[src/window_pkg.sv]
package window_pkg;

    localparam int DATA_WIDTH   = 16;
    localparam int CONV_UNITS   = 4;
    localparam int KERNEL_H_MAX = 3;
    localparam int ADDR_WIDTH   = 6;

    // one input word covers every tap of the vertical kernel.
    localparam int IN_PIXELS = CONV_UNITS + KERNEL_H_MAX - 1;
    localparam int IN_WIDTH  = DATA_WIDTH * IN_PIXELS;
    localparam int OUT_WIDTH = DATA_WIDTH * CONV_UNITS;

    localparam int KH_WIDTH  = $clog2(KERNEL_H_MAX);
    localparam int BLK_WIDTH = 6;

    typedef struct packed {
        logic [KH_WIDTH-1:0]   kernel_h_1;  // taps minus one.
        logic [BLK_WIDTH-1:0]  blocks_1;    // input words minus one.
        logic [ADDR_WIDTH-1:0] in_base;
        logic [ADDR_WIDTH-1:0] out_base;
        logic                  is_relu;
        logic                  pad;
    } conv_cfg_t;

    typedef struct packed {
        logic                  we;
        logic [ADDR_WIDTH-1:0] addr;
        logic [IN_WIDTH-1:0]   wdata;
    } mem_req_t;

    // one shifted output word on its way to the store.
    typedef struct packed {
        logic [OUT_WIDTH-1:0] data;
        logic [KH_WIDTH-1:0]  shift;
        logic                 last;
    } win_beat_t;

endpackage

[src/shift_buffer.sv]
`timescale 1ns/1ps

module shift_buffer #(
    parameter int DATA_WIDTH   = window_pkg::DATA_WIDTH,
    parameter int CONV_UNITS   = window_pkg::CONV_UNITS,
    parameter int KERNEL_H_MAX = window_pkg::KERNEL_H_MAX
) (
    input  logic                                              aclk,
    input  logic                                              rst_n,
    input  logic                                              launch,
    input  logic [window_pkg::KH_WIDTH-1:0]                   kernel_h_1,
    input  logic [window_pkg::BLK_WIDTH-1:0]                  blocks_1,
    input  logic                                              is_relu,
    input  logic                                              in_valid,
    input  logic [DATA_WIDTH*(CONV_UNITS+KERNEL_H_MAX-1)-1:0] in_word,
    input  logic                                              out_ready,
    output logic                                              in_ready,
    output logic                                              out_valid,
    output window_pkg::win_beat_t                             out_beat
);
    import window_pkg::*;

    localparam int IN_W  = DATA_WIDTH * (CONV_UNITS + KERNEL_H_MAX - 1);
    localparam int OUT_W = DATA_WIDTH * CONV_UNITS;

    logic [IN_W-1:0]      word_q;
    logic                 full_q;
    logic [KH_WIDTH-1:0]  tap_q;
    logic [BLK_WIDTH-1:0] word_idx;   // index of the held word in the job.
    logic                 last_tap;
    logic                 out_fire;
    logic                 in_fire;
    logic [IN_W-1:0]      shifted;
    logic [OUT_W-1:0]     out_data;

    assign last_tap  = (tap_q == kernel_h_1);
    assign out_fire  = full_q & out_ready;
    assign in_ready  = ~full_q | (out_fire & last_tap);  // refill behind the final tap.
    assign in_fire   = in_valid & in_ready;
    assign out_valid = full_q;

    always_ff @(posedge aclk) begin
        if (!rst_n) begin
            full_q   <= 1'b0;
            tap_q    <= '0;
            word_idx <= '1;
        end else begin
            if (launch) begin
                word_idx <= '1;  // first accepted word wraps to zero.
            end else if (in_fire) begin
                word_idx <= word_idx + 1'b1;
            end

            if (in_fire) begin
                full_q <= 1'b1;
            end else if (out_fire && last_tap) begin
                full_q <= 1'b0;
            end

            if (out_fire) begin
                tap_q <= last_tap ? '0 : tap_q + 1'b1;
            end
        end
    end

    always_ff @(posedge aclk) begin
        if (in_fire) word_q <= in_word;
    end

    // tap s starts at pixel s of the held word.
    assign shifted = word_q >> (tap_q * DATA_WIDTH);

    for (genvar j = 0; j < CONV_UNITS; j++) begin : g_pix
        logic [DATA_WIDTH-1:0] pix;

        assign pix = shifted[j*DATA_WIDTH +: DATA_WIDTH];
        assign out_data[j*DATA_WIDTH +: DATA_WIDTH] =
            (is_relu && pix[DATA_WIDTH-1]) ? '0 : pix;
    end

    assign out_beat.data  = out_data;
    assign out_beat.shift = tap_q;
    assign out_beat.last  = last_tap && (word_idx == blocks_1);

    assert property (@(posedge aclk) disable iff (!rst_n)
        out_valid && !out_ready |=> out_valid && $stable(out_beat))
    else $error("shift_buffer: out_beat changed under back-pressure.");

endmodule

[config.mk]
export PLATFORM = sky130hd
export DESIGN_NAME = shift_buffer
export DESIGN_NICKNAME = d
export VERILOG_FILES = /design/src/window_pkg.sv /design/src/shift_buffer.sv
export SDC_FILE = /design/constraint.sdc
export NUM_CORES = 1
export LEC_CHECK = 0
export ABC_AREA = 1
export BUFFER_PORTS_ARGS = -buffer_cell sky130_fd_sc_hd__buf_2
export CAP_MARGIN = 20
export CORE_MARGIN = 8
export CORE_UTILIZATION = 40
export DETAILED_ROUTE_END_ITERATION = 8
export PLACE_DENSITY = 0.63
export SLEW_MARGIN = 25
export SYNTH_ARGS = -nofsm -noshare
export SYNTH_HDL_FRONTEND = slang
export SYNTH_SLANG_ARGS = --single-unit
[constraint.sdc]
create_clock -name aclk -period 4 [get_ports aclk]
set_input_delay 0.6 -clock aclk [delete_from_list [all_inputs] [get_ports aclk]]
set_output_delay 0.6 -clock aclk [all_outputs]
set_load 0.02 [all_outputs]
==> reports/metrics.csv <==
metric,value,unit
met2 GRT Util,0.286,
DRT antenna net count,0,
initial antenna violation count,1,
top_reg_cell synth,edfxtp_1,
Crit path arrival time,3.04,ns
1st-pass router iterations,5,
Buffers on Ports,178,
setup TNS,0,ns
CP Cell Sequence,"buf_4, nand2_1, and2_1, nand2_1, nand3_1, o21ai_0, inv_1, buf_2",
clk_lat worst skew,0.35,ns
Post-Syn Instances,578,
VDD IR max,301,µV
"Core Util, Final",0.500,
first-pass GRT wire length,24400,µm
cell row count,42,
CTS tree,built,
Die Wd,131,µm
pwr/cell area,415,nW/µm²
startpoint types,flip-flop,
CTS Hold Bufs,0,
CP most frequent cell,nand2_1,
synthesized area per cell,9.22,µm²
synth warn,0,
die area,17300,µm²
Final Hold Fails,0,
Layout Nets,847,
Final Skew,0.00613,ns
deepest clock path buffer count,2,
critical path's largest stage delay,0.65,ns
Post-synth EDFFs,96,
Layout Cells excl Fill,918,
Worst Setup End Kind,output port,
post-CTS setup buffer count,0,
DIE HEIGHT,131,µm
placed insts,901,
"Reg clk slew, reported paths",0.07,ns
"FF+latch count, synth",105,
asr flop ratio synth,0,
max cap viols,0,
busiest metal layer after global routing,met2,
total CTS buffers,9,
register area share after synthesis,0.575,
Worst-Margin Slew,0.898,ns
status,"complete, no violations",
Critical Path RT,3.40,ns
fin crit period,3.64,ns
number of distinct library cells after synthesis,29,
largest net degree at the start of global routing,79,
final setup fails,0,
Crit-path slowest cell,nand3_1,
Top Ports,179,
area grow syn2layout,23.3,%
Leakage,3.18,nW
most frequent cells in the layout,"buf_2 (178), nand2_1 (143), edfxtp_1 (96)",
CTS resizes,0,
DR vias,4649,
Max Transition Viols Final,0,
Final HPWL DP,10900,µm
"most common cell after layout, fill and taps aside",buf_2,
Hold/Removal Path Class,in2reg,
layout cells sized above 1,0.283,
H-tree Lvls,3,
Overall Global Routing Usage,0.175,
critical path type,reg2out,
DRT Wirelength,15400,µm
total congestion overflow,0,
met1 usage,0.216,
Placer Congestion,0.789,
vias in the first global route,4679,
final cycle utilization of the critical path,0.910,
DR WL/cell,16.8,µm
RSZ-0062 raised after global routing,false,
Netlist Area Pre-Place,5330,µm²
FILL cells,1272,
Fmax,0.275,GHz
clock root cell,clkbuf_16,
DRC Markers,0,
Syn Nets,689,
# clock sinks,105,
Core Box Area,13100,µm²
DRT iter0 DRCs,337,
Crit Path Max Fanout,54,
worst rel slew slack,0.400,
vias per cell,5.06,
met3 Usage GRT,0.0461,
Initial Util,0.405,
-- area by class of cell --
cell class,instances,area (µm²),area share
Sequential cell,105,3070,0.467
Multi-Input combinational cell,376,1840,0.280
Timing Repair Buffer,182,933,0.142
Inverter,62,235,0.0358
Clock buffer,9,225,0.0343
Tap cell,176,220,0.0335
Clock inverter,7,45.0,0.00686
Antenna cell,1,2.50,0.000381
-- synth_stat cells, types with 2 or more instances --
cell         n  area, µm²
nand2_2      3       18.8
nand2_1    143        537
a22o_1      14        123
buf_2       18       90.1
buf_6        2       22.5
o21ai_1      2       10.0
dfxtp_1      9        180
o2111ai_1    2       17.5
o21ai_0     33        165
xnor2_1      6       52.6
inv_1       59        221
a21oi_1     59        295
buf_4        7       52.6
buf_1        2       7.51
a22oi_1     29        218
inv_2        3       11.3
nor2_1      58        218
nand3_1     18       90.1
clkbuf_1     6       22.5
edfxtp_1    96       2880
-- per-stage QoR --
| step | total power [mW] | worst slack [ns] | hold WS [ns] | cell area (µm²) |
|---|---|---|---|---|
| 3_3_place_gp | 1.93 | 0.885 | 0.509 | 6290 |
| 4_1_cts | 2.76 | 0.365 | 0.405 | 6560 |
| 5_1_grt | 2.86 | 0.100 | 0.403 | 6570 |
| 6_report | 2.73 | 0.361 | 0.423 | 6570 |
| 3_5_place_dp | 1.94 | 0.764 | 0.513 | 6290 |
| 2_1_floorplan | 1.72 | 0.400 | 0.480 | 5330 |
-- flip-flops by register name, summed over array words and instances (netlist names) --
signal,count
word_q,96
word_idx,6
tap_q,2
out_valid,1
-- worst max-delay path, delay by kind of cell, from the launching register on --
kind            cells  cell delay [ns]
buf+inv             3             0.78
flops               1             0.55
simple gates        4             1.02
compound gates      1             0.29
-- kinds of logic after synthesis --
group,synth area share
AO/OA/AOI/OAI,0.163
XOR/XNOR,0.0115
adder cells (fa/ha/maj),0.00235
buffers and inverters,0.0803
flip-flops,0.575
AND/OR/NAND/NOR,0.168
-- layer usage --
layer | up-vias | wire (µm)
met5 | - | 0
met4 | 0 | 344
li1 | 2290 | -
met2 | 192 | 7410
met3 | 24 | 925
met1 | 2143 | 6730
-- where the power goes --
part	switching [mW]	leakage, nW	total (mW)	internal (mW)
combinational	0.387	2.05	0.593	0.205
clock	0.390	0.136	0.812	0.422
sequential	0.0381	0.995	1.32	1.28
total	0.816	3.18	2.73	1.91
-- final timing paths --
kind	from	end	slack, ns	cells after the start
setup / recovery	tap_q[0]	out_beat[17]	0.36	8
hold / removal	in_word[0]	word_q[0]	0.42	1
setup reg to reg	tap_q[0]	word_q[84]	0.92	8
hold reg to reg	word_idx[5]	word_idx[5]	0.52	2
(Power assumes the default switching activity.)
