--- src/window_pkg.sv ---
package window_pkg;

    localparam int DATA_WIDTH   = 16;
    localparam int CONV_UNITS   = 4;
    localparam int KERNEL_H_MAX = 3;
    localparam int ADDR_WIDTH   = 6;

    // one input word covers every tap of the vertical kernel.
    localparam int IN_PIXELS = CONV_UNITS + KERNEL_H_MAX - 1;
    localparam int IN_WIDTH  = DATA_WIDTH * IN_PIXELS;
    localparam int OUT_WIDTH = DATA_WIDTH * CONV_UNITS;

    localparam int KH_WIDTH  = $clog2(KERNEL_H_MAX);
    localparam int BLK_WIDTH = 6;

    typedef struct packed {
        logic [KH_WIDTH-1:0]   kernel_h_1;  // taps minus one.
        logic [BLK_WIDTH-1:0]  blocks_1;    // input words minus one.
        logic [ADDR_WIDTH-1:0] in_base;
        logic [ADDR_WIDTH-1:0] out_base;
        logic                  is_relu;
        logic                  pad;
    } conv_cfg_t;

    typedef struct packed {
        logic                  we;
        logic [ADDR_WIDTH-1:0] addr;
        logic [IN_WIDTH-1:0]   wdata;
    } mem_req_t;

    // one shifted output word on its way to the store.
    typedef struct packed {
        logic [OUT_WIDTH-1:0] data;
        logic [KH_WIDTH-1:0]  shift;
        logic                 last;
    } win_beat_t;

endpackage

--- src/window_store.sv ---
`timescale 1ns/1ps

module window_store #(
    parameter int ADDR_WIDTH = window_pkg::ADDR_WIDTH
) (
    input  logic                  aclk,
    input  logic                  rst_n,
    input  logic                  launch,
    input  logic [ADDR_WIDTH-1:0] out_base,
    input  logic                  win_valid,
    input  window_pkg::win_beat_t win_beat,
    input  logic                  store_grant,
    output logic                  win_ready,
    output logic                  store_valid,
    output window_pkg::mem_req_t  store_req,
    output logic                  job_end
);
    import window_pkg::*;

    logic [ADDR_WIDTH-1:0] count_q;
    logic                  fire;

    // the stream moves only when the memory port is ours.
    assign win_ready   = store_grant;
    assign store_valid = win_valid;
    assign fire        = win_valid & store_grant;

    always_comb begin
        store_req.we    = win_valid;
        store_req.addr  = out_base + count_q;
        store_req.wdata = {{(IN_WIDTH-OUT_WIDTH){1'b0}}, win_beat.data};
    end

    always_ff @(posedge aclk) begin
        if (!rst_n) begin
            count_q <= '0;
        end else if (launch) begin
            count_q <= '0;
        end else if (fire) begin
            count_q <= count_q + 1'b1;
        end
    end

    assign job_end = fire & win_beat.last;  // high with the final write.

endmodule

--- config.mk ---
export PLATFORM = sky130hd
export DESIGN_NAME = window_store
export DESIGN_NICKNAME = d
export VERILOG_FILES = /design/src/window_pkg.sv /design/src/window_store.sv
export SDC_FILE = /design/constraint.sdc
export NUM_CORES = 1
export LEC_CHECK = 0
export BUFFER_PORTS_ARGS = -buffer_cell sky130_fd_sc_hd__buf_4
export CAP_MARGIN = 20
export CORE_AREA = 2 2 72 74
export CTS_BUF_LIST = sky130_fd_sc_hd__clkbuf_8
export DETAILED_ROUTE_END_ITERATION = 7
export DIE_AREA = 0 0 74 76
export GPL_ROUTABILITY_DRIVEN = 0
export PLACE_DENSITY = 0.77
export SLEW_MARGIN = 40
export SYNTH_ARGS = -nofsm -noshare
export SYNTH_HDL_FRONTEND = slang
export SYNTH_SLANG_ARGS = --single-unit
--- constraint.sdc ---
create_clock -name aclk -period 1.6 [get_ports aclk]
set_clock_uncertainty 0.05 [all_clocks]
set_input_delay 0.08 -clock aclk [delete_from_list [all_inputs] [get_ports aclk]]
set_output_delay 0.08 -clock aclk [all_outputs]
set_load 0.05 [all_outputs]
==> results of run 1 <==
timing repair:
action                                  CTS  global route
resized for setup                        15             3
endpoints found under the setup margin    4             5
setup buffers                             1             0
pin swaps                                11             6
cell families after synthesis:
family / count (synthesis) / share of synthesized area (%)
mux: 1 / 0.835
xor+xnor: 9 / 6.58
other cells: 1 / 0.313
buf+inv: 100 / 62.9
fa+ha+maj: 7 / 7.93
simple gates: 14 / 6.37
compound gates: 10 / 5.01
flops: 6 / 10.0
cells in the mapped netlist:
library cell  count  area [um^2]
buf_4            99          743
dfxtp_1           6          120
ha_1              6         75.1
nor2_1            5         18.8
xor2_1            5         43.8
a21oi_1           4         20.0
xnor2_1           4         35.0
a21o_1            2         15.0
nand4_1           2         12.5
o21ai_0           2         10.0
a211oi_1          1         7.51
and2_1            1         6.26
and3_2            1         7.51
buf_6             1         11.3
conb_1            1         3.75
fa_1              1         20.0
mux2i_1           1         10.0
nand2_1           1         3.75
nand2b_1          1         6.26
nand3_1           1         5.00
nand3_2           1         10.0
o21bai_1          1         7.51
or3_1             1         6.26
final cells by class:
class | instances | area share (%)
timing repair buffer | 29 | 22.7
sequential | 6 | 12.3
multi-input combinational | 73 | 52.3
tap | 70 | 8.56
clock buffer | 3 | 4.03
metal layers:
layer,global-route usage (%),vias to the layer above
li1,-,266
met1,4.34,263
met2,9.73,60
met3,4.37,36
met4,10.4,0
met5,0,-
worst max path at each step:
stage | start | to | slack, ns | depth (start not counted)
CTS | count_q[0] | store_req[100] | -0.28 | 6
global placement | count_q[0] | store_req[100] | -0.21 | 6
finish | count_q[0] | store_req[100] | -0.24 | 6
detailed placement | count_q[0] | store_req[100] | -0.23 | 6
floorplan | count_q[0] | store_req[100] | -0.19 | 5
global route | count_q[0] | store_req[100] | -0.30 | 6
power by group:
| part | total [mW] | internal [mW] | switching [mW] |
|---|---|---|---|
| registers | 0.151 | 0.150 | 0.00121 |
| clock network | 0.227 | 0.162 | 0.0656 |
| logic | 0.323 | 0.0668 | 0.256 |
| total | 0.702 | 0.379 | 0.323 |
==> impl_metrics.yaml, run 1 <==
critical_path:
  cp_top_family: "adder cells"
  r2r_start: "count_q[1]"
  cp.arrival_ns: 1.71
  start_kind: "flip-flop"
  cp-end-kind: "output port"
  r2r_slack_ns: 0.44
  critPathSlowestCell: "fa_2"
  r2r_cells: 5
  r2r_end: "count_q[4]"
  crit_type: "flip-flop to output port"
  crit_chain: "ha_4 -> fa_2 -> a21o_1 -> a21oi_2 -> xnor2_2 -> buf_6"
  cpPeakStageDelay_ns: 0.34
  cp.required_ns: 1.47
  crit_buf_inv: 1
  critPathMaxFanout: 2
timing:
  rsz0062_at_grt: "true"
  fmax_mhz: 542
  whs_ns: 0.110
  setup_violations: 4
  fin_ws_ns: -0.244
  hold_violations: 0
  min_period_ns: 1.84
  timing.setup.tns_ns: -0.466
  fin_crit_sh_pct: 115
  slew_viol_final: 0
logic_synthesis:
  yosysWarnings: 0
  syn_inst: 148
  yosysSeqAreaShare_pct: 10.0
  avgSynthCellArea_um2: 8.10
  syn_area_mm2: 0.00120
  ys_types: 23
  ys_ff_latch: 6
layout:
  seq_area_um2: 126
  syn_to_final_growth_pct: -14.6
  largest_register_ffs: 6
  largest_registers: "count_q: 6 flops"
  final_common_cell: "conb_1"
  multiInputGateArea_um2: 536
  final_cell_area_mm2: 0.00102
  utilization_pct: 20.8
  n_fill_cell: 559
  antennaDiodeCount: 0
  top_register: "count_q"
  layout_common_cells: "32 x conb_1, 25 x buf_4, 5 x nor2_1"
  drive_gt1_share_pct: 44.1
  nets: 198
  fin_cells: 181
outcome:
  failed_checks: "setup timing"
  status: "finished with violations"
routing:
  wl_met2_um: 859
  firstDrtPassIters: 2
  via_count: 625
  wire_per_inst_um: 10.3
  routed.top_layer: "met4"
  drt-initial-drc-count: 15
  wl_met3_um: 317
  drc_errors: 0
  final_antenna_net_count: 0
  drt_wl_total_um: 1870
  wl_met1_um: 478
  vias_per_cell: 3.45
placed_design:
  pre_cts_slack_ns: -0.233
  placed_area_um2: 903
  dpl.hpwl_um: 1580
  portBuffers: 21
  place_inst: 177
power:
  leakage_nw: 0.492
  peakVddDrop_mv: 0.121
  power.density_mw_per_mm2: 686
  p_total_mw: 0.702
worst_hold_path:
  hold_end: "store_req[2]"
  min_path_cells: 0
  min_path_type: "input port to output port"
  min_from: "win_beat[5]"
clocking:
  cts-buffers-inserted: 3
  cts_htree_levels: 1
  clkTransAtPathRegs_ns: 0.03
  clockBufferDepth: 2
  cts_sinks: 6
  cts_tree: "yes"
  cts_root_buffer: "clkbuf_8"
  cts_hold_buf: 0
  clkLatencyLatePin_ns: 0.23
die:
  fp.coreArea_mm2: 0.00491
  die_width_um: 74
  die-area_mm2: 0.00562
  rows: 26
  die_h_um: 76
  io_pins: 184
  initial_core_util_pct: 24.4
global_routing:
  grt_overflow_total: 0
  grt_first_pass_wirelength_um: 2620
  grt_max_degree: 7
  antenna_found_initial: 0
  grt_usage_pct: 6.71
  grt_pass1_vias: 575
job:
  cap_violations: 0
Note: power is estimated with default switching activity, not from simulation.
==> run 2: changes to the inputs <==
==> config.mk (replaced) <==
export PLATFORM = sky130hd
export DESIGN_NAME = window_store
export DESIGN_NICKNAME = d
export VERILOG_FILES = /design/src/window_pkg.sv /design/src/window_store.sv
export SDC_FILE = /design/constraint.sdc
export NUM_CORES = 1
export LEC_CHECK = 0
export CAP_MARGIN = 20
export CORE_AREA = 2 2 71 73
export CTS_BUF_LIST = sky130_fd_sc_hd__clkbuf_8
export DETAILED_ROUTE_END_ITERATION = 7
export DIE_AREA = 0 0 73 75
export DONT_BUFFER_PORTS = 1
export GPL_ROUTABILITY_DRIVEN = 0
export PLACE_DENSITY = 0.44
export SLEW_MARGIN = 40
export SYNTH_ARGS = -nofsm -noshare
export SYNTH_HDL_FRONTEND = slang
export SYNTH_SLANG_ARGS = --single-unit
==> impl_metrics.yaml, run 2 (same netlist as run 1, synthesis figures left out) <==
critical_path:
  r2r_end: "count_q[4]"
  crit_type: "flip-flop to output port"
  r2r_cells: 6
  cp-end-kind: "output port"
  critPathSlowestCell: "fa_2"
  r2r_start: "count_q[0]"
  r2r_slack_ns: 0.33
  critPathMaxFanout: 2
  cp.required_ns: 1.47
  start_kind: "flip-flop"
  crit_chain: "ha_4 -> fa_2 -> buf_4 -> buf_6 -> xor2_2 -> buf_12"
  cpPeakStageDelay_ns: 0.35
  cp_top_family: "adder cells"
  crit_buf_inv: 3
  cp.arrival_ns: 1.65
outcome:
  status: "finished with violations"
  failed_checks: "setup timing"
layout:
  antennaDiodeCount: 0
  nets: 183
  multiInputGateArea_um2: 569
  drive_gt1_share_pct: 36.5
  largest_registers: "count_q: 6 flops"
  syn_to_final_growth_pct: -20.7
  fin_cells: 150
  utilization_pct: 20.4
  final_common_cell: "conb_1"
  seq_area_um2: 126
  top_register: "count_q"
  n_fill_cell: 513
  layout_common_cells: "32 x conb_1, 10 x buf_4, 5 x nor2_1"
  largest_register_ffs: 6
routing:
  vias_per_cell: 3.83
  drc_errors: 0
  final_antenna_net_count: 0
  firstDrtPassIters: 2
  drt_wl_total_um: 1630
  wire_per_inst_um: 10.8
  via_count: 574
  drt-initial-drc-count: 4
power:
  power.density_mw_per_mm2: 708
  leakage_nw: 0.433
  p_total_mw: 0.673
  peakVddDrop_mv: 0.149
worst_hold_path:
  min_path_type: "input port to output port"
  min_from: "win_beat[13]"
  hold_end: "store_req[10]"
  min_path_cells: 0
global_routing:
  grt_usage_pct: 5.81
  antenna_found_initial: 0
  grt_first_pass_wirelength_um: 2280
  grt_overflow_total: 0
  grt_pass1_vias: 517
  grt_max_degree: 7
placed_design:
  portBuffers: 0
  dpl.hpwl_um: 1280
  place_inst: 144
timing:
  slew_viol_final: 0
  min_period_ns: 1.78
  fin_crit_sh_pct: 111
  timing.setup.tns_ns: -0.486
  fin_ws_ns: -0.181
  setup_violations: 4
  rsz0062_at_grt: "true"
  fmax_mhz: 562
  hold_violations: 0
die:
  die_width_um: 73
  io_pins: 184
  fp.coreArea_mm2: 0.00466
  die-area_mm2: 0.00548
  initial_core_util_pct: 25.7
  rows: 25
  die_h_um: 75
clocking:
  clockBufferDepth: 2
  cts_htree_levels: 1
  cts_sinks: 6
  clkLatencyLatePin_ns: 0.22
  cts_tree: "yes"
  cts_hold_buf: 0
  cts-buffers-inserted: 3
  clkTransAtPathRegs_ns: 0.04
  cts_root_buffer: "clkbuf_8"
job:
  cap_violations: 0
run 2: cell types whose count changed in the layout (fill, tap and decap cells not counted):
| cell | delta |
|---|---|
| buf_12 | +3 |
| buf_4 | -15 |
| buf_6 | -3 |
| ha_1 | -1 |
| ha_2 | -1 |
| ha_4 | +2 |
| o21ai_0 | +1 |
| o21ai_1 | -1 |
| xnor2_2 | -1 |
| xnor2_4 | +1 |
run 2: timing repair:
action,in CTS,in global routing
endpoints found under the setup margin,4,4
cloned,0,0
gates resized for setup,15,1
buffers inserted,2,1
pin swaps,11,3
run 2: how the worst max path moves through the flow:
stage | startpoint | end | slack (ns) | depth (start not counted)
after floorplan | count_q[0] | store_req[100] | -0.19 | 5
after global placement | count_q[0] | store_req[100] | -0.12 | 5
after detailed placement | count_q[0] | store_req[100] | -0.15 | 5
after CTS | count_q[0] | store_req[100] | -0.18 | 5
after global routing | count_q[0] | store_req[100] | -0.24 | 5
final | count_q[0] | store_req[98] | -0.18 | 6
run 2: routing by layer:
metal	share of wire (%)	routed length, um	global-route usage (%)	up-vias
met4	5.5	89	6.58	0
met3	15	238	4.02	23
met1	32	513	4.77	264
met5	0	0	0	-
li1	-	-	-	235
met2	48	785	8.71	52
run 2: area by class of cell:
type,count,share of cell area (%)
Clock buffer,3,4.34
Multi-Input combinational cell,73,59.9
Sequential cell,6,13.3
Tap cell,54,7.11
Timing Repair Buffer,14,15.4
run 2: stage by stage:
stage | area (um^2) | hold slack, ns | setup slack (ns)
2_1_floorplan | 1360 | 0.264 | -0.187
3_3_place_gp | 793 | 0.110 | -0.121
3_5_place_dp | 793 | 0.110 | -0.154
4_1_cts | 940 | 0.110 | -0.180
5_1_grt | 951 | 0.110 | -0.237
6_report | 951 | 0.110 | -0.181
run 2: power by group:
part	switching, mW	internal, mW	total [mW]
Combinational	0.236	0.0591	0.295
Sequential	0.00109	0.150	0.151
Clock	0.0653	0.162	0.227
