--- config.mk ---
export PLATFORM = sky130hd
export DESIGN_NAME = mem_arbiter
export DESIGN_NICKNAME = d
export VERILOG_FILES = /design/src/window_pkg.sv /design/src/mem_arbiter.sv
export SDC_FILE = /design/constraint.sdc
export NUM_CORES = 1
export LEC_CHECK = 0
export ABC_AREA = 1
export BUFFER_PORTS_ARGS = -buffer_cell sky130_fd_sc_hd__buf_2
export CORE_AREA = 2 2 164 166
export DETAILED_ROUTE_END_ITERATION = 8
export DIE_AREA = 0 0 166 168
export PLACE_DENSITY_LB_ADDON = 0.12
export SYNTH_ARGS = -nofsm -noshare
export SYNTH_HDL_FRONTEND = slang
export SYNTH_SLANG_ARGS = --single-unit
--- constraint.sdc ---
create_clock -name vclk -period 0.8
set_input_delay 0.08 -clock vclk [all_inputs]
set_output_delay 0.08 -clock vclk [all_outputs]
set_load 0.02 [all_outputs]
--- src/window_pkg.sv ---
package window_pkg;

    localparam int DATA_WIDTH   = 16;
    localparam int CONV_UNITS   = 4;
    localparam int KERNEL_H_MAX = 3;
    localparam int ADDR_WIDTH   = 6;

    // one input word covers every tap of the vertical kernel.
    localparam int IN_PIXELS = CONV_UNITS + KERNEL_H_MAX - 1;
    localparam int IN_WIDTH  = DATA_WIDTH * IN_PIXELS;
    localparam int OUT_WIDTH = DATA_WIDTH * CONV_UNITS;

    localparam int KH_WIDTH  = $clog2(KERNEL_H_MAX);
    localparam int BLK_WIDTH = 6;

    typedef struct packed {
        logic [KH_WIDTH-1:0]   kernel_h_1;  // taps minus one.
        logic [BLK_WIDTH-1:0]  blocks_1;    // input words minus one.
        logic [ADDR_WIDTH-1:0] in_base;
        logic [ADDR_WIDTH-1:0] out_base;
        logic                  is_relu;
        logic                  pad;
    } conv_cfg_t;

    typedef struct packed {
        logic                  we;
        logic [ADDR_WIDTH-1:0] addr;
        logic [IN_WIDTH-1:0]   wdata;
    } mem_req_t;

    // one shifted output word on its way to the store.
    typedef struct packed {
        logic [OUT_WIDTH-1:0] data;
        logic [KH_WIDTH-1:0]  shift;
        logic                 last;
    } win_beat_t;

endpackage

--- src/mem_arbiter.sv ---
`timescale 1ns/1ps

module mem_arbiter (
    input  logic                 aclk,
    input  logic                 rst_n,
    input  logic                 store_valid,
    input  window_pkg::mem_req_t store_req,
    input  logic                 fetch_valid,
    input  window_pkg::mem_req_t fetch_req,
    input  logic                 host_valid,
    input  window_pkg::mem_req_t host_req,
    output logic                 store_grant,
    output logic                 fetch_grant,
    output logic                 host_grant,
    output logic                 mem_en,
    output window_pkg::mem_req_t mem_req
);

    // store drains first so the shift buffer never backs up for long.
    always_comb begin
        store_grant = store_valid;
        fetch_grant = fetch_valid & ~store_valid;
        host_grant  = host_valid & ~store_valid & ~fetch_valid;
        mem_en      = store_valid | fetch_valid | host_valid;
    end

    always_comb begin
        if (store_valid) begin
            mem_req = store_req;
        end else if (fetch_valid) begin
            mem_req = fetch_req;
        end else begin
            mem_req    = host_req;
            mem_req.we = host_req.we & host_valid;  // no stray write when idle.
        end
    end

    // the host keeps its request steady until the grant arrives.
    assert property (@(posedge aclk) disable iff (!rst_n)
        host_valid && !host_grant |=> host_valid && $stable(host_req))
    else $error("mem_arbiter: host request changed before grant.");

endmodule

==> results of run 1 <==
-- logic make-up (layout without fill, tap and decap cells) --
logic type / count (synthesis) / in the layout / synth area share [%]
buffers and inverters: 51 / 479 / 14.6
AND/OR/NAND/NOR: 417 / 417 / 85.4
other: 0 / 1 / 0
-- placed cells by master (no fill, tap or decap) --
cell	n
buf_4	67
buf_12	9
inv_1	3
nor2_2	1
buf_6	57
nand2_1	186
clkbuf_16	5
inv_4	1
buf_8	4
nand2_4	10
nor3_4	1
buf_16	4
diode_2	1
buf_2	328
nand3_1	89
nand3_4	3
nand3_2	114
clkbuf_4	1
nor2_4	1
nand2_2	12
-- synthesized netlist by cell type --
| library cell | count |
|---|---|
| nor2_4 | 1 |
| buf_4 | 5 |
| nand3_1 | 206 |
| nor2_1 | 1 |
| buf_6 | 10 |
| inv_1 | 3 |
| clkbuf_1 | 10 |
| nand2_1 | 208 |
| buf_2 | 22 |
| inv_2 | 1 |
| nor3_1 | 1 |
-- final cells by class --
class,instances,area (um2)
fill,3063,20100
multi-input combinational,417,2560
timing repair buffer,475,3270
inverter,4,17.5
tap,341,427
antenna,1,2.50
-- routing by layer --
layer  track usage [%]  wire (um)  vias to the layer above
met4             0.945        187                        0
li1                  -          -                     2432
met2              24.0      10500                      270
met1              12.3       7360                     2167
met5                 0          0                        -
met3              2.19       1420                       10
-- worst max-delay path by stage --
stage	cells past startpoint	to	slack, ns
4_1_cts	6	mem_req[101]	-0.31
3_3_place_gp	6	mem_req[101]	-0.34
2_1_floorplan	6	mem_req[42]	-0.05
3_5_place_dp	7	mem_req[88]	-0.32
5_1_grt	7	mem_req[13]	-0.33
6_report	7	mem_req[4]	-0.27
-- timing repair --
item | CTS | global route
buffers inserted | 1 | 9
pin swaps | 0 | 8
gates resized for setup | 86 | 125
gates cloned | 0 | 7
hold buffers | 0 | 0
setup endpoints to repair | 107 | 107
-- power by group through the flow --
stage	registers, W	logic [W]	clock network, W
after CTS	0	0.00363	0
final	0	0.00407	0.000000000167
after detailed placement	0	0.00338	0
after global placement	0	0.00341	0
after floorplan	0	0.00178	0
after global routing	0	0.00438	0
-- stage by stage --
stage               cells  utilization, %
global route         1237            23.8
detailed placement   1220            20.2
finish               1238            23.8
CTS                  1221            21.2
global placement     1220            20.2
floorplan             468               -
==> out/metrics.yaml, run 1 <==
status: "complete, but fails checks"
violations: "setup timing"
clockBufferCount: 0
wl_per_cell_um: 15.7
crit_path_start: "store_valid"
drcViolationCount: 0
switching_share_pct: 51.2
fin_area_um2: 6270
seqCellArea_um2: 0
period_minus_slack_ns: 1.07
grt_max_degree: 51
leakagePower_nw: 3.63
gp_congestion: 0.780
peakVddDrop_mv: 0.251
power_w: 0.00407
synth_top_area_share_pct: 48.1
io_buffers: 419
crit_buf_inv: 4
path_cells: "buf_8, nor2_4, buf_12, buf_12, nand2_1, nand3_2, buf_6"
setup_violations: 106
power.density_nw_per_um2: 648
place_area_um2: 5320
grt_setup_unrepaired: "yes"
antenna_found_initial: 1
fin_crit_sh_pct: 134
core_um2: 26400
dpl_worst_slack_ns: -0.322
max_stage_delay_ns: 0.18
initialDrtViolationCount: 173
slew_headroom_pct: 85.5
worstHoldPathCells: 4
via_count: 4879
whs_ns: 0.449
synth_top_area_cell: "nand3_1"
cp_data_arrival_time_ns: 0.99
detailed_place_hpwl_mm: 15.0
rows: 60
syn2layout_area_growth_pct: 193
seq_cells: 0
synth_nets: 782
drive_gt1_share_pct: 69.0
avgSynthCellArea_um2: 4.58
min_to: "mem_req[90]"
p_int_w: 0.00198
power_frac_seq_pct: 0
power_switching_w: 0.00208
first_global_vias: 4922
critPathRequiredTime_ns: 0.72
track_usage_pct: 11.5
layout.nets: 1212
min_from: "host_req[90]"
critPathCaptureType: "primary output"
worst_slack_ns: -0.273
synthTopCellsByArea: "nand3_1 (48%), nand2_1 (36%), buf_6 (5.3%)"
combPwrFrac_pct: 100.0
setup-tns-final_ns: -23.14
grt_pass1_wl_mm: 26.2
boundaryPins: 421
hold_viol_final: 0
die-area_um2: 27900
cp_max_fo: 19
path_class: "in2out"
dr.pass1.iters: 4
maxSlewViolCount: 0
critPathMostFrequentCell: "buf_12"
die-height_um: 168
start_kind: "input port"
postSynthCellCount: 468
worst_pin_slew_ns: 0.217
netlist_area_um2: 2140
vias_per_cell: 3.94
cp_top_family: "buffers and inverters"
maxCapViolCount: 0
overflow: 0
die_x_um: 166
synth_cell_types: 11
seq_area_frac_synth_pct: 0
synth_warnings: 0
critical-path-slowest-cell: "nor2_4"
ant_nets: 0
clkPwrFrac_pct: 0
wl_mm: 19.5
min_path_type: "in2out"
fmax_mhz: 932
start_util_pct: 8.14
Power figures use the tool's default switching activity.
==> run 2: changes to the inputs <==
==> constraint.sdc (replaced) <==
create_clock -name vclk -period 1
set_input_delay 0.1 -clock vclk [all_inputs]
set_output_delay 0.1 -clock vclk [all_outputs]
set_load 0.02 [all_outputs]
==> run 2 against run 1 <==
The flow still finishes with violations (setup timing). Global-route usage down 0.11 points. Final cell count down 1.1%. Largest power group unchanged. Worst hold slack better by 0.043 ns. Combinational power down 21%. Largest cell class unchanged. Core utilization down 0.78 points. Flip-flop and latch count unchanged. Setup slack better by 0.15 ns. First-iteration DRC count down 29%.
==> out/metrics.yaml, run 2 (synthesis results as in run 1) <==
status: "complete, but fails checks"  # unchanged
violations: "setup timing"  # unchanged
first_global_vias: 4947  # was 4922
ant_nets: 0  # unchanged
dr.pass1.iters: 4  # unchanged
finalNonFillerCells: 1225  # was 1238
nFillCells: 3046  # was 3063
hold_viol_final: 0  # unchanged
critPathRequiredTime_ns: 0.90  # was 0.72 ns
fin_crit_sh_pct: 112
fin_area_um2: 6070  # was 6270 um2
detailed_place_hpwl_mm: 14.2  # was 15.0 mm
setup_violations: 104  # was 106
peakVddDrop_mv: 0.245  # was 0.251 mV
via_count: 4875  # was 4879
worst_slack_ns: -0.125  # was -0.273 ns
worst_pin_slew_ns: 0.285  # was 0.217 ns
die-area_um2: 27900  # unchanged
die_x_um: 166  # unchanged
grt_max_degree: 55  # was 51
wl_mm: 17.4  # was 19.5 mm
initialDrtViolationCount: 122  # was 173
antenna_found_initial: 0  # was 1
layout_commonest_cell: "buf_2"  # unchanged
die-height_um: 168  # unchanged
path_class: "in2out"  # unchanged
critPathCaptureType: "primary output"  # unchanged
grt_setup_unrepaired: "yes"  # unchanged
cp_max_fo: 8  # was 19
seq_cells: 0  # unchanged
period_minus_slack_ns: 1.12
boundaryPins: 421  # unchanged
final_cell_mix: "buf_2 (319), nand2_1 (181), nand3_1 (132)"  # was buf_2 (328), nand2_1 (186), nand3_2 (114)
rows: 60  # unchanged
clockBufferCount: 0  # unchanged
fmax_mhz: 889
io_buffers: 419  # unchanged
min_path_type: "in2out"  # unchanged
drcViolationCount: 0  # unchanged
maxCapViolCount: 0  # unchanged
crit_path_start: "fetch_valid"  # was store_valid
dp_cells: 1222  # was 1220
gp_congestion: 0.760  # was 0.780
power.density_nw_per_um2: 531  # was 648 nW/um2
diodes: 0  # was 1
track_usage_pct: 11.4  # was 11.5%
start_util_pct: 8.14  # unchanged
seqCellArea_um2: 0  # unchanged
leakagePower_nw: 3.51  # was 3.63 nW
cp_data_arrival_time_ns: 1.02  # was 0.99 ns
critPathCapture: "mem_req[34]"  # was mem_req[4]
core_um2: 26400  # unchanged
layout.nets: 1200  # was 1212
wl_per_cell_um: 14.2  # was 15.7 um
drive_gt1_share_pct: 64.3  # was 69.0%
cts_hold_buf: 0  # unchanged
syn2layout_area_growth_pct: 183  # was 193%
grt_pass1_wl_mm: 26.4  # was 26.2 mm
maxSlewViolCount: 0  # unchanged
start_kind: "input port"  # unchanged
overflow: 0  # unchanged
vias_per_cell: 3.98  # was 3.94
place_area_um2: 4840  # was 5320 um2
slew_headroom_pct: 81.0  # was 85.5%
[run 2: changes by cell type in the layout (fill, tap and decap cells not counted), sizes merged]
cell,before,now
clkinv,0,1
inv,4,3
diode,1,0
buf,469,463
clkbuf,6,0
[run 2: power by group]
| group | switching (W) | internal (W) |
|---|---|---|
| combinational | 0.00162 | 0.00160 |
| clock | 0 | 0 |
| sequential | 0 | 0 |
| total | 0.00162 | 0.00160 |
[run 2: how the worst min path moves through the flow]
stage / start / to / slack (ns) / cells after the start
after floorplan: store_valid / store_grant / 0.31 / 1
after global placement: host_req[3] / mem_req[3] / 0.52 / 4
after detailed placement: host_req[22] / mem_req[22] / 0.52 / 4
after CTS: host_req[36] / mem_req[36] / 0.49 / 4
after global routing: host_req[59] / mem_req[59] / 0.50 / 4
final: host_req[7] / mem_req[7] / 0.49 / 4
[run 2: final cells by class]
class,instances,area [um2],share of cell area [%]
Inverter,4,16.3,0.268
Multi-Input combinational cell,417,2390,39.4
Tap cell,341,427,7.03
Timing Repair Buffer,463,3240,53.3
[run 2: per-layer routing]
metal | vias up | part of all wire, % | GRT usage (%)
met5 | - | 0 | 0
met4 | 0 | 2.1 | 2.57
met3 | 18 | 7.5 | 1.79
met2 | 260 | 53 | 22.5
met1 | 2199 | 37 | 12.8
li1 | 2398 | - | -
[run 2: what timing repair did]
item	4_1_cts	5_1_grt
gates resized for setup	242	79
cloned	1	0
endpoints found under the setup margin	106	106
pin swaps	3	2
buffers inserted	2	0
[run 2: per-stage QoR]
step / hold slack [ns] / util (%) / total power, W / worst slack, ns / setup TNS, ns
2_1_floorplan: 0.313 / - / 0.00122 / 0.0171 / 0
3_3_place_gp: 0.521 / 18.4 / 0.00255 / -0.165 / -11.43
3_5_place_dp: 0.521 / 18.4 / 0.00252 / -0.175 / -12.00
4_1_cts: 0.491 / 21.8 / 0.00307 / -0.139 / -8.94
5_1_grt: 0.505 / 23.0 / 0.00346 / -0.166 / -12.23
6_report: 0.492 / 23.0 / 0.00322 / -0.125 / -7.08
[run 2: worst max-delay path, cell delays in order]
cell	delay, ns
buf_12	0.11
nor2_4	0.16
buf_12	0.12
buf_16	0.13
buf_12	0.16
nand2_4	0.06
nand3_4	0.06
buf_6	0.12
==> run 3: changes to the inputs <==
--- a/config.mk
+++ b/config.mk
@@ -7,9 +7,9 @@
 export LEC_CHECK = 0
 export ABC_AREA = 1
 export BUFFER_PORTS_ARGS = -buffer_cell sky130_fd_sc_hd__buf_2
-export CORE_AREA = 2 2 164 166
+export CORE_AREA = 10 10 155 157
 export DETAILED_ROUTE_END_ITERATION = 8
-export DIE_AREA = 0 0 166 168
+export DIE_AREA = 0 0 165 167
 export PLACE_DENSITY_LB_ADDON = 0.12
 export SYNTH_ARGS = -nofsm -noshare
 export SYNTH_HDL_FRONTEND = slang
==> run 3 against run 2 <==
The run still ends with setup timing left. Highest routed layer unchanged. Non-clock buffer count increased by 10. Total power decreased by 0.95%. Critical path type unchanged. Largest cell class unchanged. Worst hold slack improved by 0.00097 ns.
==> out/metrics.yaml, run 3 (synthesis results as in run 1) <==
finalNonFillerCells: 1171  # was 1225
dp_cells: 1160  # was 1222
track_usage_pct: 13.4  # was 11.4%
leakagePower_nw: 3.39  # was 3.51 nW
whs_ns: 0.493  # was 0.492 ns
start_util_pct: 10.3  # was 8.14%
core_um2: 20800  # was 26400 um2
start_kind: "input port"  # unchanged
peakVddDrop_mv: 0.247  # was 0.245 mV
antenna_found_initial: 2  # was 0
critPathRequiredTime_ns: 0.90  # about the same
die-area_um2: 27600  # was 27900 um2
cp_data_arrival_time_ns: 1.02  # about the same
vias_per_cell: 4.21  # was 3.98
boundaryPins: 421  # unchanged
layout_commonest_cell: "buf_2"  # unchanged
seqCellArea_um2: 0  # unchanged
final_cell_mix: "buf_2 (332), nand2_1 (192), nand3_1 (151)"  # was buf_2 (319), nand2_1 (181), nand3_1 (132)
period_minus_slack_ns: 1.12  # about the same
dr.pass1.iters: 7  # was 4
power.density_nw_per_um2: 540  # was 531 nW/um2
grt_setup_unrepaired: "yes"  # unchanged
worstHoldPathCells: 4  # unchanged
fin_crit_sh_pct: 112  # about the same
critical-path-slowest-cell: "buf_12"  # was nor2_4
max_stage_delay_ns: 0.26  # was 0.16 ns
nFillCells: 2370  # was 3046
drcViolationCount: 0  # unchanged
syn2layout_area_growth_pct: 175  # was 183%
seq_cells: 0  # unchanged
min_path_type: "in2out"  # unchanged
layout.nets: 1210  # was 1200
min_from: "host_req[42]"  # was host_req[7]
wl_per_cell_um: 17.7  # was 14.2 um
overflow: 0  # unchanged
violations: "setup timing"  # unchanged
wl_mm: 20.8  # was 17.4 mm
maxSlewViolCount: 0  # unchanged
first_global_vias: 5371  # was 4947
min_to: "mem_req[42]"  # was mem_req[7]
detailed_place_hpwl_mm: 17.2  # was 14.2 mm
crit_path_start: "fetch_valid"  # unchanged
ant_nets: 0  # unchanged
critPathCaptureType: "primary output"  # unchanged
clockBufferCount: 0  # unchanged
fin_util_pct: 28.4  # was 23.0%
setup_violations: 104  # unchanged
drive_gt1_share_pct: 61.2  # was 64.3%
grt_max_degree: 54  # was 55
io_buffers: 419  # unchanged
path_class: "in2out"  # unchanged
worst_pin_slew_ns: 0.258  # was 0.285 ns
cp_top_family: "buffers and inverters"  # unchanged
dpl_worst_slack_ns: -0.151  # was -0.175 ns
maxCapViolCount: 0  # unchanged
cp_max_fo: 52  # was 8
hold_viol_final: 0  # unchanged
gp_congestion: 0.858  # was 0.760
fmax_mhz: 889  # about the same
crit_buf_inv: 3  # was 5
path_cells: "buf_8, nor2_4, buf_12, nand2_1, nand3_1, buf_4"  # was buf_12, nor2_4, buf_12, buf_16, buf_12, nand2_4, nand3_4, buf_6
grt_pass1_wl_mm: 29.8  # was 26.4 mm
via_count: 4935  # was 4875
worst_slack_ns: -0.125  # about the same
initialDrtViolationCount: 269  # was 122
setup-tns-final_ns: -7.32  # was -7.08 ns
cts_hold_buf: 0  # unchanged
status: "complete, but fails checks"  # unchanged
slew_headroom_pct: 82.8  # was 81.0%
rows: 53  # was 60
die-height_um: 167  # was 168 um
die_x_um: 165  # was 166 um
==> run 3: cell types whose count changed in the layout (fill, tap and decap cells not counted), moves of 5 or more <==
cell,delta
buf_6,-14
nand2_4,-12
buf_2,+13
nand3_1,+19
nand3_2,-20
buf_4,+5
nand2_1,+11
==> run 3: worst max path at each step <==
stage             endpoint  slack [ns]  depth (start not counted)
2_1_floorplan   host_grant        0.02                          4
3_3_place_gp   mem_req[53]       -0.17                          6
3_5_place_dp   mem_req[53]       -0.15                          6
4_1_cts        mem_req[98]       -0.13                          8
5_1_grt        mem_req[66]       -0.18                          6
6_report       mem_req[66]       -0.12                          6
==> run 3: routing by layer <==
| layer | wire length, um | part of all wire, % | vias to the layer above | GRT usage (%) |
|---|---|---|---|---|
| met5 | 0 | 0 | - | 0 |
| met4 | 412 | 2.0 | 0 | 2.89 |
| met3 | 2260 | 11 | 26 | 3.90 |
| met2 | 11000 | 53 | 288 | 25.9 |
| met1 | 7110 | 34 | 2204 | 13.6 |
| li1 | - | - | 2417 | - |
==> run 3: area by class of cell <==
type | count | area [um2] | share of cell area (%)
antenna | 2 | 5.00 | 0.0847
inverter | 4 | 27.5 | 0.466
multi-input combinational | 417 | 2210 | 37.5
tap | 275 | 344 | 5.83
timing repair buffer | 473 | 3320 | 56.1
==> run 3: power by group <==
group            internal [W]  switching [W]        total, W
Combinational         0.00158        0.00161         0.00319
Sequential                  0              0               0
Clock          0.000000000268              0  0.000000000268
Total                 0.00158        0.00161         0.00319
==> run 3: what timing repair did <==
item	in CTS	in global routing
gates resized for setup	172	79
setup buffers	5	0
endpoints found under the hold margin	0	0
setup endpoints to repair	106	106
cloned	4	0
pin swaps	1	2
==> run 3: metrics by stage <==
step | total power (W) | instance area (um2)
floorplan | 0.00122 | 2150
global placement | 0.00259 | 4810
detailed placement | 0.00257 | 4810
CTS | 0.00306 | 5610
global route | 0.00345 | 5910
finish | 0.00319 | 5910
